**src/logic/stack_cfg.svh**
```systemverilog
`ifndef STACK_CFG_SVH
`define STACK_CFG_SVH

// Width of one stack word
`define STACK_DATA_WIDTH 8

// Capacity is 2**STACK_DEPTH_LOG2 entries
`define STACK_DEPTH_LOG2 4

// One extra bit so an index can reach the full mark
`define STACK_INDEX_WIDTH 5

`define STACK_CAPACITY 16

`endif
```
**src/logic/stackPkg.sv**
```systemverilog
`include "stack_cfg.svh"

package stackPkg;

  // External command opcodes, 0..7 match the core operations one to one
  typedef enum logic [3:0] {
    cmdNone           = 4'd0,
    cmdPush           = 4'd1,
    cmdPop            = 4'd2,
    cmdReplace        = 4'd3,
    cmdIndexReset     = 4'd4,
    cmdIndexResetPush = 4'd5,
    cmdPeek           = 4'd6,
    cmdPoke           = 4'd7,
    cmdSetLimit       = 4'd8
  } cmdOp_e;

  typedef enum logic [2:0] {
    coreNone           = 3'd0,
    corePush           = 3'd1,
    corePop            = 3'd2,
    coreReplace        = 3'd3,
    coreIndexReset     = 3'd4,
    coreIndexResetPush = 3'd5,
    corePeek           = 3'd6,
    corePoke           = 3'd7
  } coreOp_e;

  typedef enum logic [2:0] {
    statNone      = 3'd0,
    statEmpty     = 3'd1,
    statFull      = 3'd2,
    statUnderflow = 3'd3,
    statOverflow  = 3'd4,
    statBadIndex  = 3'd5,
    statBadOffset = 3'd6
  } stackStatus_e;

  typedef struct packed {
    logic [`STACK_DATA_WIDTH-1:0]  data;
    logic [`STACK_INDEX_WIDTH-1:0] position; // New index or offset
  } operandView_s;

  typedef struct packed {
    logic [`STACK_INDEX_WIDTH-1:0] limit;
    logic [`STACK_DATA_WIDTH-1:0]  unused;
  } limitView_s;

  // Same payload bits, decoded by opcode
  typedef union packed {
    operandView_s operandView;
    limitView_s   limitView;
  } cmdPayload_u;

  typedef struct packed {
    cmdOp_e      opcode;
    cmdPayload_u payload;
  } cmdWord_s;

endpackage

```
**src/logic/stackUnit.sv**
```systemverilog
`timescale 1ns/100ps

`include "stack_cfg.svh"

module stackUnit
  import stackPkg::*;
(
  input  logic                          clk,
  input  logic                          reset,
  input  logic                          cmdValid,
  input  cmdWord_s                      cmd,
  output logic [`STACK_INDEX_WIDTH-1:0] stackIndex,
  output logic [`STACK_DATA_WIDTH-1:0]  stackTop,
  output stackStatus_e                  status,
  output logic                          errorPulse,
  output logic [7:0]                    errorCount
);

  coreOp_e                       coreOp;
  logic [`STACK_DATA_WIDTH-1:0]  coreData;
  logic [`STACK_INDEX_WIDTH-1:0] corePosition;
  logic [`STACK_INDEX_WIDTH-1:0] underflowLimit;
  logic [`STACK_INDEX_WIDTH-1:0] coreIndex;
  logic [`STACK_DATA_WIDTH-1:0]  coreTop;
  stackStatus_e                  coreStatus;
  logic                          cmdDone;

  commandDecoder decoder (
    .clk            (clk),
    .reset          (reset),
    .cmdValid       (cmdValid),
    .cmd            (cmd),
    .coreOp         (coreOp),
    .coreData       (coreData),
    .corePosition   (corePosition),
    .underflowLimit (underflowLimit)
  );

  operandStack core (
    .clk            (clk),
    .reset          (reset),
    .op             (coreOp),
    .data           (coreData),
    .position       (corePosition),
    .underflowLimit (underflowLimit),
    .index          (coreIndex),
    .top            (coreTop),
    .coreStatus     (coreStatus),
    .cmdDone        (cmdDone)
  );

  statusReporter reporter (
    .clk        (clk),
    .reset      (reset),
    .index      (coreIndex),
    .top        (coreTop),
    .coreStatus (coreStatus),
    .cmdDone    (cmdDone),
    .stackIndex (stackIndex),
    .stackTop   (stackTop),
    .status     (status),
    .errorPulse (errorPulse),
    .errorCount (errorCount)
  );

endmodule

```
**src/logic/statusReporter.sv**
```systemverilog
`timescale 1ns/100ps

`include "stack_cfg.svh"

module statusReporter
  import stackPkg::*;
(
  input  logic                          clk,
  input  logic                          reset,
  input  logic [`STACK_INDEX_WIDTH-1:0] index,
  input  logic [`STACK_DATA_WIDTH-1:0]  top,
  input  stackStatus_e                  coreStatus,
  input  logic                          cmdDone,
  output logic [`STACK_INDEX_WIDTH-1:0] stackIndex,
  output logic [`STACK_DATA_WIDTH-1:0]  stackTop,
  output stackStatus_e                  status,
  output logic                          errorPulse,
  output logic [7:0]                    errorCount
);

  logic isError;
  logic errorHit;

  // Empty and full are plain states, not faults
  assign isError  = coreStatus inside {statOverflow, statUnderflow,
                                       statBadIndex, statBadOffset};
  assign errorHit = cmdDone && isError;

  always_ff @(posedge clk) begin
    stackTop <= top;
  end

  always_ff @(posedge clk) begin
    if (reset) begin
      stackIndex <= '0;
      status     <= statEmpty;
      errorPulse <= 1'b0;
    end else begin
      stackIndex <= index;
      status     <= coreStatus;
      errorPulse <= errorHit;
    end
  end

  // Count sticks at its maximum
  always_ff @(posedge clk) begin
    if (reset) begin
      errorCount <= '0;
    end else if (errorHit && (errorCount != 8'hFF)) begin
      errorCount <= errorCount + 1'b1;
    end
  end

  countMonotonic: assert property (
    @(posedge clk) disable iff (reset)
    !$past(reset) |-> (errorCount >= $past(errorCount))
  ) else $error("statusReporter: errorCount went down");

endmodule

```
**src/logic/operandStack.sv**
```systemverilog
`timescale 1ns/100ps

`include "stack_cfg.svh"

module operandStack
  import stackPkg::*;
(
  input  logic                          clk,
  input  logic                          reset,
  input  coreOp_e                       op,
  input  logic [`STACK_DATA_WIDTH-1:0]  data,
  input  logic [`STACK_INDEX_WIDTH-1:0] position,
  input  logic [`STACK_INDEX_WIDTH-1:0] underflowLimit,
  output logic [`STACK_INDEX_WIDTH-1:0] index,
  output logic [`STACK_DATA_WIDTH-1:0]  top,
  output stackStatus_e                  coreStatus,
  output logic                          cmdDone
);

  localparam logic [`STACK_INDEX_WIDTH-1:0] fullIndex = `STACK_CAPACITY;

  logic [`STACK_DATA_WIDTH-1:0] mem [`STACK_CAPACITY];

  logic [`STACK_INDEX_WIDTH-1:0] nextIndex;
  stackStatus_e                  nextStatus;
  logic                          writeEn;
  logic [`STACK_DEPTH_LOG2-1:0]  writeAddr;
  logic [`STACK_DEPTH_LOG2-1:0]  readAddr;
  logic                          topLoad;
  logic                          topFromData;
  logic [`STACK_INDEX_WIDTH-1:0] indexLast;    // Slot of the current top
  logic [`STACK_INDEX_WIDTH-1:0] positionLast;
  logic [`STACK_INDEX_WIDTH-1:0] popIndex;
  logic [`STACK_INDEX_WIDTH-1:0] popLast;
  logic [`STACK_DATA_WIDTH:0]    popSpan;      // Count plus limit without wrap
  logic                          popOk;

  // Status of a stack sitting at idx
  function automatic stackStatus_e getStatus(input logic [`STACK_INDEX_WIDTH-1:0] idx,
                                             input logic [`STACK_INDEX_WIDTH-1:0] limit);
    if (idx == fullIndex) begin
      return statFull;
    end else if (idx == limit) begin
      return statEmpty;
    end else if (idx < limit) begin
      return statUnderflow;
    end
    return statNone;
  endfunction

  assign indexLast    = index - 1'b1;
  assign positionLast = position - 1'b1;
  assign popSpan      = {1'b0, data} + underflowLimit;
  assign popOk        = index > popSpan; // Must stay above the limit
  assign popIndex     = index - data[`STACK_INDEX_WIDTH-1:0] - 1'b1;
  assign popLast      = popIndex - 1'b1;

  always_comb begin
    nextIndex   = index;
    nextStatus  = getStatus(index, underflowLimit);
    writeEn     = 1'b0;
    writeAddr   = index[`STACK_DEPTH_LOG2-1:0];
    readAddr    = indexLast[`STACK_DEPTH_LOG2-1:0];
    topLoad     = 1'b0;
    topFromData = 1'b0;

    // Refused operations only touch the status
    case (op)
      coreNone: begin
        topLoad = 1'b1;
      end
      corePush: begin
        if (index == fullIndex) begin
          nextStatus = statOverflow;
        end else begin
          writeEn     = 1'b1;
          nextIndex   = index + 1'b1;
          topLoad     = 1'b1;
          topFromData = 1'b1;
          nextStatus  = getStatus(index + 1'b1, underflowLimit);
        end
      end
      corePop: begin
        if (!popOk) begin
          nextStatus = statUnderflow;
        end else begin
          nextIndex  = popIndex;
          readAddr   = popLast[`STACK_DEPTH_LOG2-1:0];
          topLoad    = 1'b1;
          nextStatus = getStatus(popIndex, underflowLimit);
        end
      end
      coreReplace: begin
        if (index <= underflowLimit) begin
          nextStatus = statUnderflow;
        end else begin
          writeEn     = 1'b1;
          writeAddr   = indexLast[`STACK_DEPTH_LOG2-1:0];
          topLoad     = 1'b1;
          topFromData = 1'b1;
        end
      end
      coreIndexReset: begin
        if (position > index) begin
          nextStatus = statBadIndex;
        end else begin
          nextIndex  = position;
          readAddr   = positionLast[`STACK_DEPTH_LOG2-1:0];
          topLoad    = 1'b1;
          nextStatus = getStatus(position, underflowLimit);
        end
      end
      coreIndexResetPush: begin
        if (position > index) begin
          nextStatus = statBadIndex;
        end else if (position == fullIndex) begin
          nextStatus = statOverflow;
        end else begin
          writeEn     = 1'b1;
          writeAddr   = position[`STACK_DEPTH_LOG2-1:0];
          nextIndex   = position + 1'b1;
          topLoad     = 1'b1;
          topFromData = 1'b1;
          nextStatus  = getStatus(position + 1'b1, underflowLimit);
        end
      end
      corePeek: begin
        if (position >= index) begin
          nextStatus = statBadOffset;
        end else begin
          readAddr   = position[`STACK_DEPTH_LOG2-1:0];
          topLoad    = 1'b1;
          nextStatus = statNone;
        end
      end
      corePoke: begin
        if (position >= index) begin
          nextStatus = statBadOffset;
        end else begin
          writeEn   = 1'b1;
          writeAddr = position[`STACK_DEPTH_LOG2-1:0];
          if (position == indexLast) begin // Top entry rewritten
            topLoad     = 1'b1;
            topFromData = 1'b1;
          end
        end
      end
    endcase
  end

  always_ff @(posedge clk) begin
    if (writeEn) begin
      mem[writeAddr] <= data;
    end
  end

  // New top comes from the write data when that slot is being written
  always_ff @(posedge clk) begin
    if (topLoad) begin
      top <= topFromData ? data : mem[readAddr];
    end
  end

  always_ff @(posedge clk) begin
    if (reset) begin
      index      <= '0;
      coreStatus <= statEmpty;
      cmdDone    <= 1'b0;
    end else begin
      index      <= nextIndex;
      coreStatus <= nextStatus;
      cmdDone    <= (op != coreNone); // Idle refresh is not a command
    end
  end

  indexInRange: assert property (
    @(posedge clk) disable iff (reset)
    index <= fullIndex
  ) else $error("operandStack: index %0d past capacity", index);

  pushAtFullHolds: assert property (
    @(posedge clk) disable iff (reset)
    (op == corePush && index == fullIndex) |=> $stable(index)
  ) else $error("operandStack: index moved on push at full");

endmodule

```
**src/logic/commandDecoder.sv**
```systemverilog
`timescale 1ns/100ps

`include "stack_cfg.svh"

module commandDecoder
  import stackPkg::*;
(
  input  logic                          clk,
  input  logic                          reset,
  input  logic                          cmdValid,
  input  cmdWord_s                      cmd,
  output coreOp_e                       coreOp,
  output logic [`STACK_DATA_WIDTH-1:0]  coreData,
  output logic [`STACK_INDEX_WIDTH-1:0] corePosition,
  output logic [`STACK_INDEX_WIDTH-1:0] underflowLimit
);

  logic isStackOp;
  logic isSetLimit;

  // Opcodes 0..7 go straight to the core
  assign isStackOp  = cmdValid && (cmd.opcode <= cmdPoke);
  assign isSetLimit = cmdValid && (cmd.opcode == cmdSetLimit);

  always_comb begin
    coreOp       = coreNone; // Idle cycles refresh the top
    coreData     = cmd.payload.operandView.data;
    corePosition = cmd.payload.operandView.position;
    if (isStackOp) begin
      coreOp = coreOp_e'(cmd.opcode[2:0]);
    end
  end

  // Limit is part of the stack state, loaded by its own command
  always_ff @(posedge clk) begin
    if (reset) begin
      underflowLimit <= '0;
    end else if (isSetLimit) begin
      underflowLimit <= cmd.payload.limitView.limit;
    end
  end

  // Opcodes past cmdSetLimit are not defined
  validOpcode: assert property (
    @(posedge clk) disable iff (reset)
    cmdValid |-> (cmd.opcode <= cmdSetLimit)
  ) else $error("commandDecoder: undefined opcode %0d", cmd.opcode);

endmodule

```
**config.mk**
```make
export PLATFORM = sky130hd
export DESIGN_NAME = stackUnit
export DESIGN_NICKNAME = d
export VERILOG_FILES = /design/src/logic/stackPkg.sv /design/src/logic/stackUnit.sv /design/src/logic/statusReporter.sv /design/src/logic/operandStack.sv /design/src/logic/commandDecoder.sv
export VERILOG_INCLUDE_DIRS = /design/src /design/src/logic
export SDC_FILE = /design/constraint.sdc
export NUM_CORES = 1
export LEC_CHECK = 0
export CAP_MARGIN = 25
export CORE_AREA = 10 10 144 146
export DETAILED_ROUTE_END_ITERATION = 6
export DIE_AREA = 0 0 154 156
export DONT_BUFFER_PORTS = 1
export GPL_TIMING_DRIVEN = 0
export PLACE_DENSITY = 0.74
export SYNTH_ARGS = -nofsm -noshare
export SYNTH_HDL_FRONTEND = slang
export SYNTH_SLANG_ARGS = --single-unit
```
**constraint.sdc**
```tcl
create_clock -name clk -period 4.95 [get_ports clk]
set_input_delay 0.495 -clock clk [delete_from_list [all_inputs] [get_ports clk]]
set_output_delay 0.495 -clock clk [all_outputs]
set_load 0.02 [all_outputs]
```
Yosys cells after proc, flatten, opt, wreduce, memory -nomap -nowiden

Memory sizes are Yosys's and may differ from the RTL's.
Cells that the tools add are included.
Widths: inputs -> output; s select.

Bits in registers: 47
RAM bits: 128
Word-level logic and storage cells: 152
Memories kept: 1

Memory list:

| memory   | depth | bits a word | rd ports | clocked after Yosys merged registers in | wr ports | line               | RTL |
|---|---|---|---|---|---|---|---|
| core.mem | 16    | 8           | 1        | 0                                       | 1        | operandStack.sv:22 | `` logic [`STACK_DATA_WIDTH-1:0] mem [`STACK_CAPACITY]; `` |

$add $sub $neg: 9
$lt $le $gt $ge: 10
Equality and inequality tests: 29
Multiplexer cells: 84
Reduce and logical (&&, ||, !) cells: 9

Operators by type and width:

| cell                | number |
|---|---|
| $mux 3              | 29 |
| $mux 1              | 35 |
| $eq 5x5->1          | 6 |
| $mux 4              | 7 |
| $eq 5x5->1 const B  | 5 |
| $lt 5x5->1          | 5 |
| $mux 5              | 5 |
| $pmux 4 s3          | 2 |
| $eq 3x3->1 const B  | 7 |
| $pmux 3 s7          | 1 |
| $pmux 5 s4          | 1 |
| $add 5x1->5 const B | 2 |
| $sub 5x1->5 const B | 2 |
| $add 8x5->9         | 1 |
| $eq 3x2->1 const B  | 3 |
| $gt 5x9->1          | 1 |
| $add 8x1->8 const B | 1 |
| $mux 8              | 1 |
| $ne 2x2->1 const B  | 4 |
| $ne 8x8->1 const B  | 1 |
| $pmux 1 s4          | 2 |
| $pmux 1 s8          | 1 |
| $reduce_bool 4->1   | 2 |
| $sub 4x1->4 const B | 2 |
| 12 further kinds    | 15 |

Longest topological paths before layout

Depth after elaboration: 12
Mapped depth: 17
Depth with buffers taken out: 15

By module

Synthesis repeated with hierarchy kept, for this count alone.

Cell total of the unflattened synthesis: 862
Area, all modules: 9,511.6 sq um

Modules (own cells, without submodules):

| module         | times used | cells an instance | area each (sq um) | seq. area each (sq um) |
|---|---|---|---|---|
| operandStack   | 1          | 748               | 8,311.7           | 4,264.1 |
| statusReporter | 1          | 75                | 838.3             | 500.5 |
| commandDecoder | 1          | 39                | 361.6             | 100.1 |

Worst setup path before layout

No wires, ideal clock.

Path kind: input to register
Start: in cmd[5] (netlist name)
End: reg core.top[5], data pin
Arrival time: 3.856 ns
Path slack: 0.827 ns
Cell stages on the path: 17
Cells stage by stage: ha_1 -> fa_1 -> a21o_1 -> a21oi_1 -> xor2_1 -> ha_1 -> and3_1 -> a31oi_1 -> o21ai_1 -> a211oi_4 -> a31oi_4 -> or3_1 -> buf_2 -> buf_2 -> a211oi_1 -> o21a_1 -> o211ai_2

Longest elaborated chain between the ends: 7
Elaborated cells between the ends (all ways): 9
Those cells by class: 4 x add/sub; 1 x order compare; 3 x mux; 1 x memory

Ends and longest elaborated chain:

| item                   | line                | RTL |
|---|---|---|
| start: declaration     | stackUnit.sv:11     | `input cmdWord_s cmd,` |
| $sub 5x5->5            | operandStack.sv:55  | `` assign popIndex = index - data[`STACK_INDEX_WIDTH-1:0] - 1'b1; `` |
| $sub 5x1->5            | operandStack.sv:55  |  |
| $sub 4x1->4            | operandStack.sv:56  | `assign popLast = popIndex - 1'b1;` |
| $mux 4 (*)             | operandStack.sv:84  | `if (!popOk) begin` |
| $pmux 4 s3 (*)         | operandStack.sv:68  | `case (op)` |
| $mem_v2 16x8 (*)       | --                  |  |
| $mux 8 (*)             | operandStack.sv:160 | `top <= topFromData ? data : mem[readAddr];` |
| end signal: assignment | operandStack.sv:160 |  |
| end: declaration       | operandStack.sv:15  | `` output logic [`STACK_DATA_WIDTH-1:0] top, `` |

Mark *: on every way between the ends. The rest lies on a longest branch, timed or not.
A chain may end at the register's enable or synchronous reset.

Final worst setup path

Start: reg decoder.underflowLimit[0]
End: reg core.top[0], data pin

Longest elaborated chain between the ends: 6
Elaborated cells between the ends (all ways): 9
Those cells by class: 1 x add/sub; 2 x order compare; 5 x mux; 1 x memory

Ends and longest elaborated chain:

| item                     | line                 | RTL |
|---|---|---|
| start: declaration       | commandDecoder.sv:15 | `` output logic [`STACK_INDEX_WIDTH-1:0] underflowLimit `` |
| start signal: assignment | commandDecoder.sv:39 | `underflowLimit <= cmd.payload.limitView.limit;` |
| $add 8x5->9              | operandStack.sv:53   | `assign popSpan = {1'b0, data} + underflowLimit;` |
| $gt 5x9->1               | operandStack.sv:54   | `assign popOk = index > popSpan;` |
| $mux 4                   | operandStack.sv:84   |  |
| $pmux 4 s3               | operandStack.sv:68   |  |
| $mem_v2 16x8             | --                   |  |
| $mux 8 (*)               | operandStack.sv:160  |  |

Marks and branches as above.

==> flow_summary.toml <==
[status]
outcome = "finished, violations left"
violations = "DRC"

[detailed_routing]
vias = 7098
route.detailed.drc = 1
routed_via_density = 6.35
wl_per_cell_um = 21.7
drtPass1Iterations = 7
postRouteWirelength_um = 24200
drt-initial-drc-count = 938
antenna_left = 0

[global_route]
grt_pass1_wl_um = 37800
grt_max_degree = 22
grt_pass1_vias = 6673
grt_use_total = 0.198
antenna_found_initial = 0
grt_overflow = 0

[setup_path]
critPathTopFamily = "compound AO/OA/AOI/OAI gates"
required_ps = 5130
r2r_setup_slack_ps = 230
end_kind = "flop"
rr_endpoint = "core.top[0]"
cp_data_arrival_time_ps = 4890
crit_slowest_cell = "dfxtp_1"
critPathBufInv = 2
critical_path_class = "flop to flop"
rr_worst_depth = 17
crit_path_cell_trace = "ha_1 > fa_1 > a21o_1 > a21oi_1 > xor2_1 > ha_1 > and3_1 > a31oi_1 > o21ai_1 > a211o_2 > nor3_4 > or3_1 > buf_2 > buf_2 > nand3_1 > a32oi_1 > o211ai_1"
crit-reg2reg-launch = "decoder.underflowLimit[0]"
cp-start-kind = "flop"
critPathMaxFanout = 10
slowest_delay_ps = 440

[logic_synthesis]
synth_top_cell_area_share = 0.431
synthXorXnorAreaFrac = 0.0315
ys.flop_type = "edfxtp_1"
synth-simple-area-share = 0.143
syn_area_sq_um = 9470
yosys.area_share.adder = 0.0756
synth_top_family_by_area = "compound AO/OA/AOI/OAI gates"
synth_area_leaders = "edfxtp_1 (43%), dfxtp_1 (8.2%), ha_1 (7.1%)"
yosys_warnings = 0
yosysUniqueCellTypes = 75
synth_top_cell_by_area = "edfxtp_1"
seq_area_frac_synth = 0.514
synthCells = 852
ys_seq_elements = 175
synth.avg_cell_area_sq_um = 11.1
synth_compound_area_frac = 0.161
synth.area.mux_share = 0.0362
synth-edff-count = 136
synth.net_count = 928
async_reset_ff_frac = 0

[place]
gp_congestion = 0.973
post_dp_cell_area_sq_um = 9760
io_buffer_count = 0
dp.cells = 1082
dpl.hpwl_um = 17100

[power_and_ir_drop]
vdd_drop_max_mv = 0.257
power.total_mw = 3.57
p_leak_nw = 3.80
power_density_nw_per_um2 = 340

[floorplan]
ios = 45
start_util = 0.531
num_rows = 49
die-area_sq_um = 24000
die_width_um = 154
die_h_um = 156
core_area_sq_um = 17800

[clocking]
clock_path_buffers = 2
cts_sinks = 175
clockRootBuffer = "clkbuf_16"
cts_tree = "done"
numCtsBuffers = 17
cts.clk_slew.worst_paths_ps = 80
clkLatencyLatePin_ps = 440
cts_max_level = 4

[timing]
layout_min_cycle_time_ps = 4720
tns_ps = 0
slew_violations = 0
finalSetupViolations = 0
fmax_mhz = 212
max-slew-margin-rel = 0.418
tightest_slew_ps = 869
fin_crit_sh = 0.953
hold_slack_ps = 143
skew_ps = 12.1
final-hold-violation-count = 0

[layout]
layout_commonest_cell = "edfxtp_1"
antennaDiodeCount = 0
design_area_sq_um = 10500
drive_gt1_frac = 0.0934
layout_common_cells = "edfxtp_1 (136), nor2_1 (66), nand3_1 (62)"
area_growth_pct = 10.7
layout.cells.non_filler = 1118
num-nets-final = 952

[hold_path]
whs_path_depth = 0
min_path_type = "primary input to flop"
hold_path.startpoint = "cmd[8]"
min_to = "core.mem[2][3]"

[job]
maxCapViolations = 0
## registers in the layout (all words and copies together) (netlist names)
signal and count:
core.cmdDone 1, core.coreStatus 3, core.index 5, core.mem 128, core.top 8, decoder.underflowLimit 5, reporter.errorCount 8, reporter.errorPulse 1
reporter.stackIndex 5, reporter.stackTop 8, reporter.status 3
## cell families after synthesis
kind of cell	after synthesis
compound gates	203
buf+inv	90
simple gates	261
mux	33
flops	175
fa+ha+maj	56
xor+xnor	34
## how the worst max path moves through the flow
stage	from	end	slack, ps	cells past startpoint
5_1_grt	decoder.underflowLimit[0]	core.top[4]	-7	18
3_5_place_dp	cmd[5]	core.top[4]	10	17
4_1_cts	decoder.underflowLimit[0]	core.top[4]	5	17
3_3_place_gp	cmd[5]	core.top[3]	90	17
2_1_floorplan	cmd[5]	core.top[5]	830	17
6_report	decoder.underflowLimit[0]	core.top[0]	230	17
## power by group
part	total, mW	switching [mW]	internal, mW
registers	1.69	0.0507	1.64
logic	0.504	0.310	0.194
clock network	1.37	0.676	0.696
## cells in the mapped netlist, drive strengths merged, types with 6 or more instances
| cell | instances |
|---|---|
| a221o | 12 |
| a31oi | 7 |
| and3 | 10 |
| o21a | 15 |
| inv | 46 |
| o211ai | 19 |
| mux2 | 10 |
| o31ai | 9 |
| nand4 | 11 |
| o21ai | 42 |
| o211a | 8 |
| nor2 | 66 |
| nand2b | 9 |
| xnor2 | 18 |
| nor2b | 14 |
| a211oi | 18 |
| a21oi | 21 |
| dfxtp | 39 |
| or3 | 9 |
| buf | 16 |
| a221oi | 6 |
| a32oi | 8 |
| nor3 | 12 |
| nand2 | 34 |
| nor4 | 11 |
| xor2 | 16 |
| a21o | 7 |
| mux2i | 23 |
| clkbuf | 28 |
| edfxtp | 136 |
| nand3 | 62 |
| ha | 54 |
## timing repair
item | in CTS | in global routing
setup endpoints to repair | 0 | 8
resized for setup | 0 | 9
hold buffers | 0 | 0
buffers inserted | 0 | 4
endpoints found under the hold margin | 0 | 0
## layout make-up
class | instances | area (sq um)
Buffer | 44 | 199
Multi-Input combinational cell | 587 | 4280
Clock inverter | 15 | 204
Fill cell | 1437 | 7360
Timing Repair Buffer | 5 | 47.5
Tap cell | 229 | 287
Inverter | 46 | 173
Clock buffer | 17 | 425
Sequential cell | 175 | 4860
## routing by layer
layer	vias up	part of all wire	global-route usage	wire length (um)
met1	3429	0.42	0.259	10100
met5	-	0	0	0
li1	3295	-	-	-
met2	327	0.47	0.318	11400
met3	47	0.093	0.0466	2260
met4	0	0.021	0.0666	510
## stage by stage
| step | setup slack [ps] | utilization |
|---|---|---|
| after floorplan | 827 | - |
| after global placement | 94.1 | 0.547 |
| after detailed placement | 11.1 | 0.547 |
| after CTS | 5.38 | 0.582 |
| after global routing | -7.47 | 0.588 |
| final | 231 | 0.588 |
(Power assumes the default switching activity.)
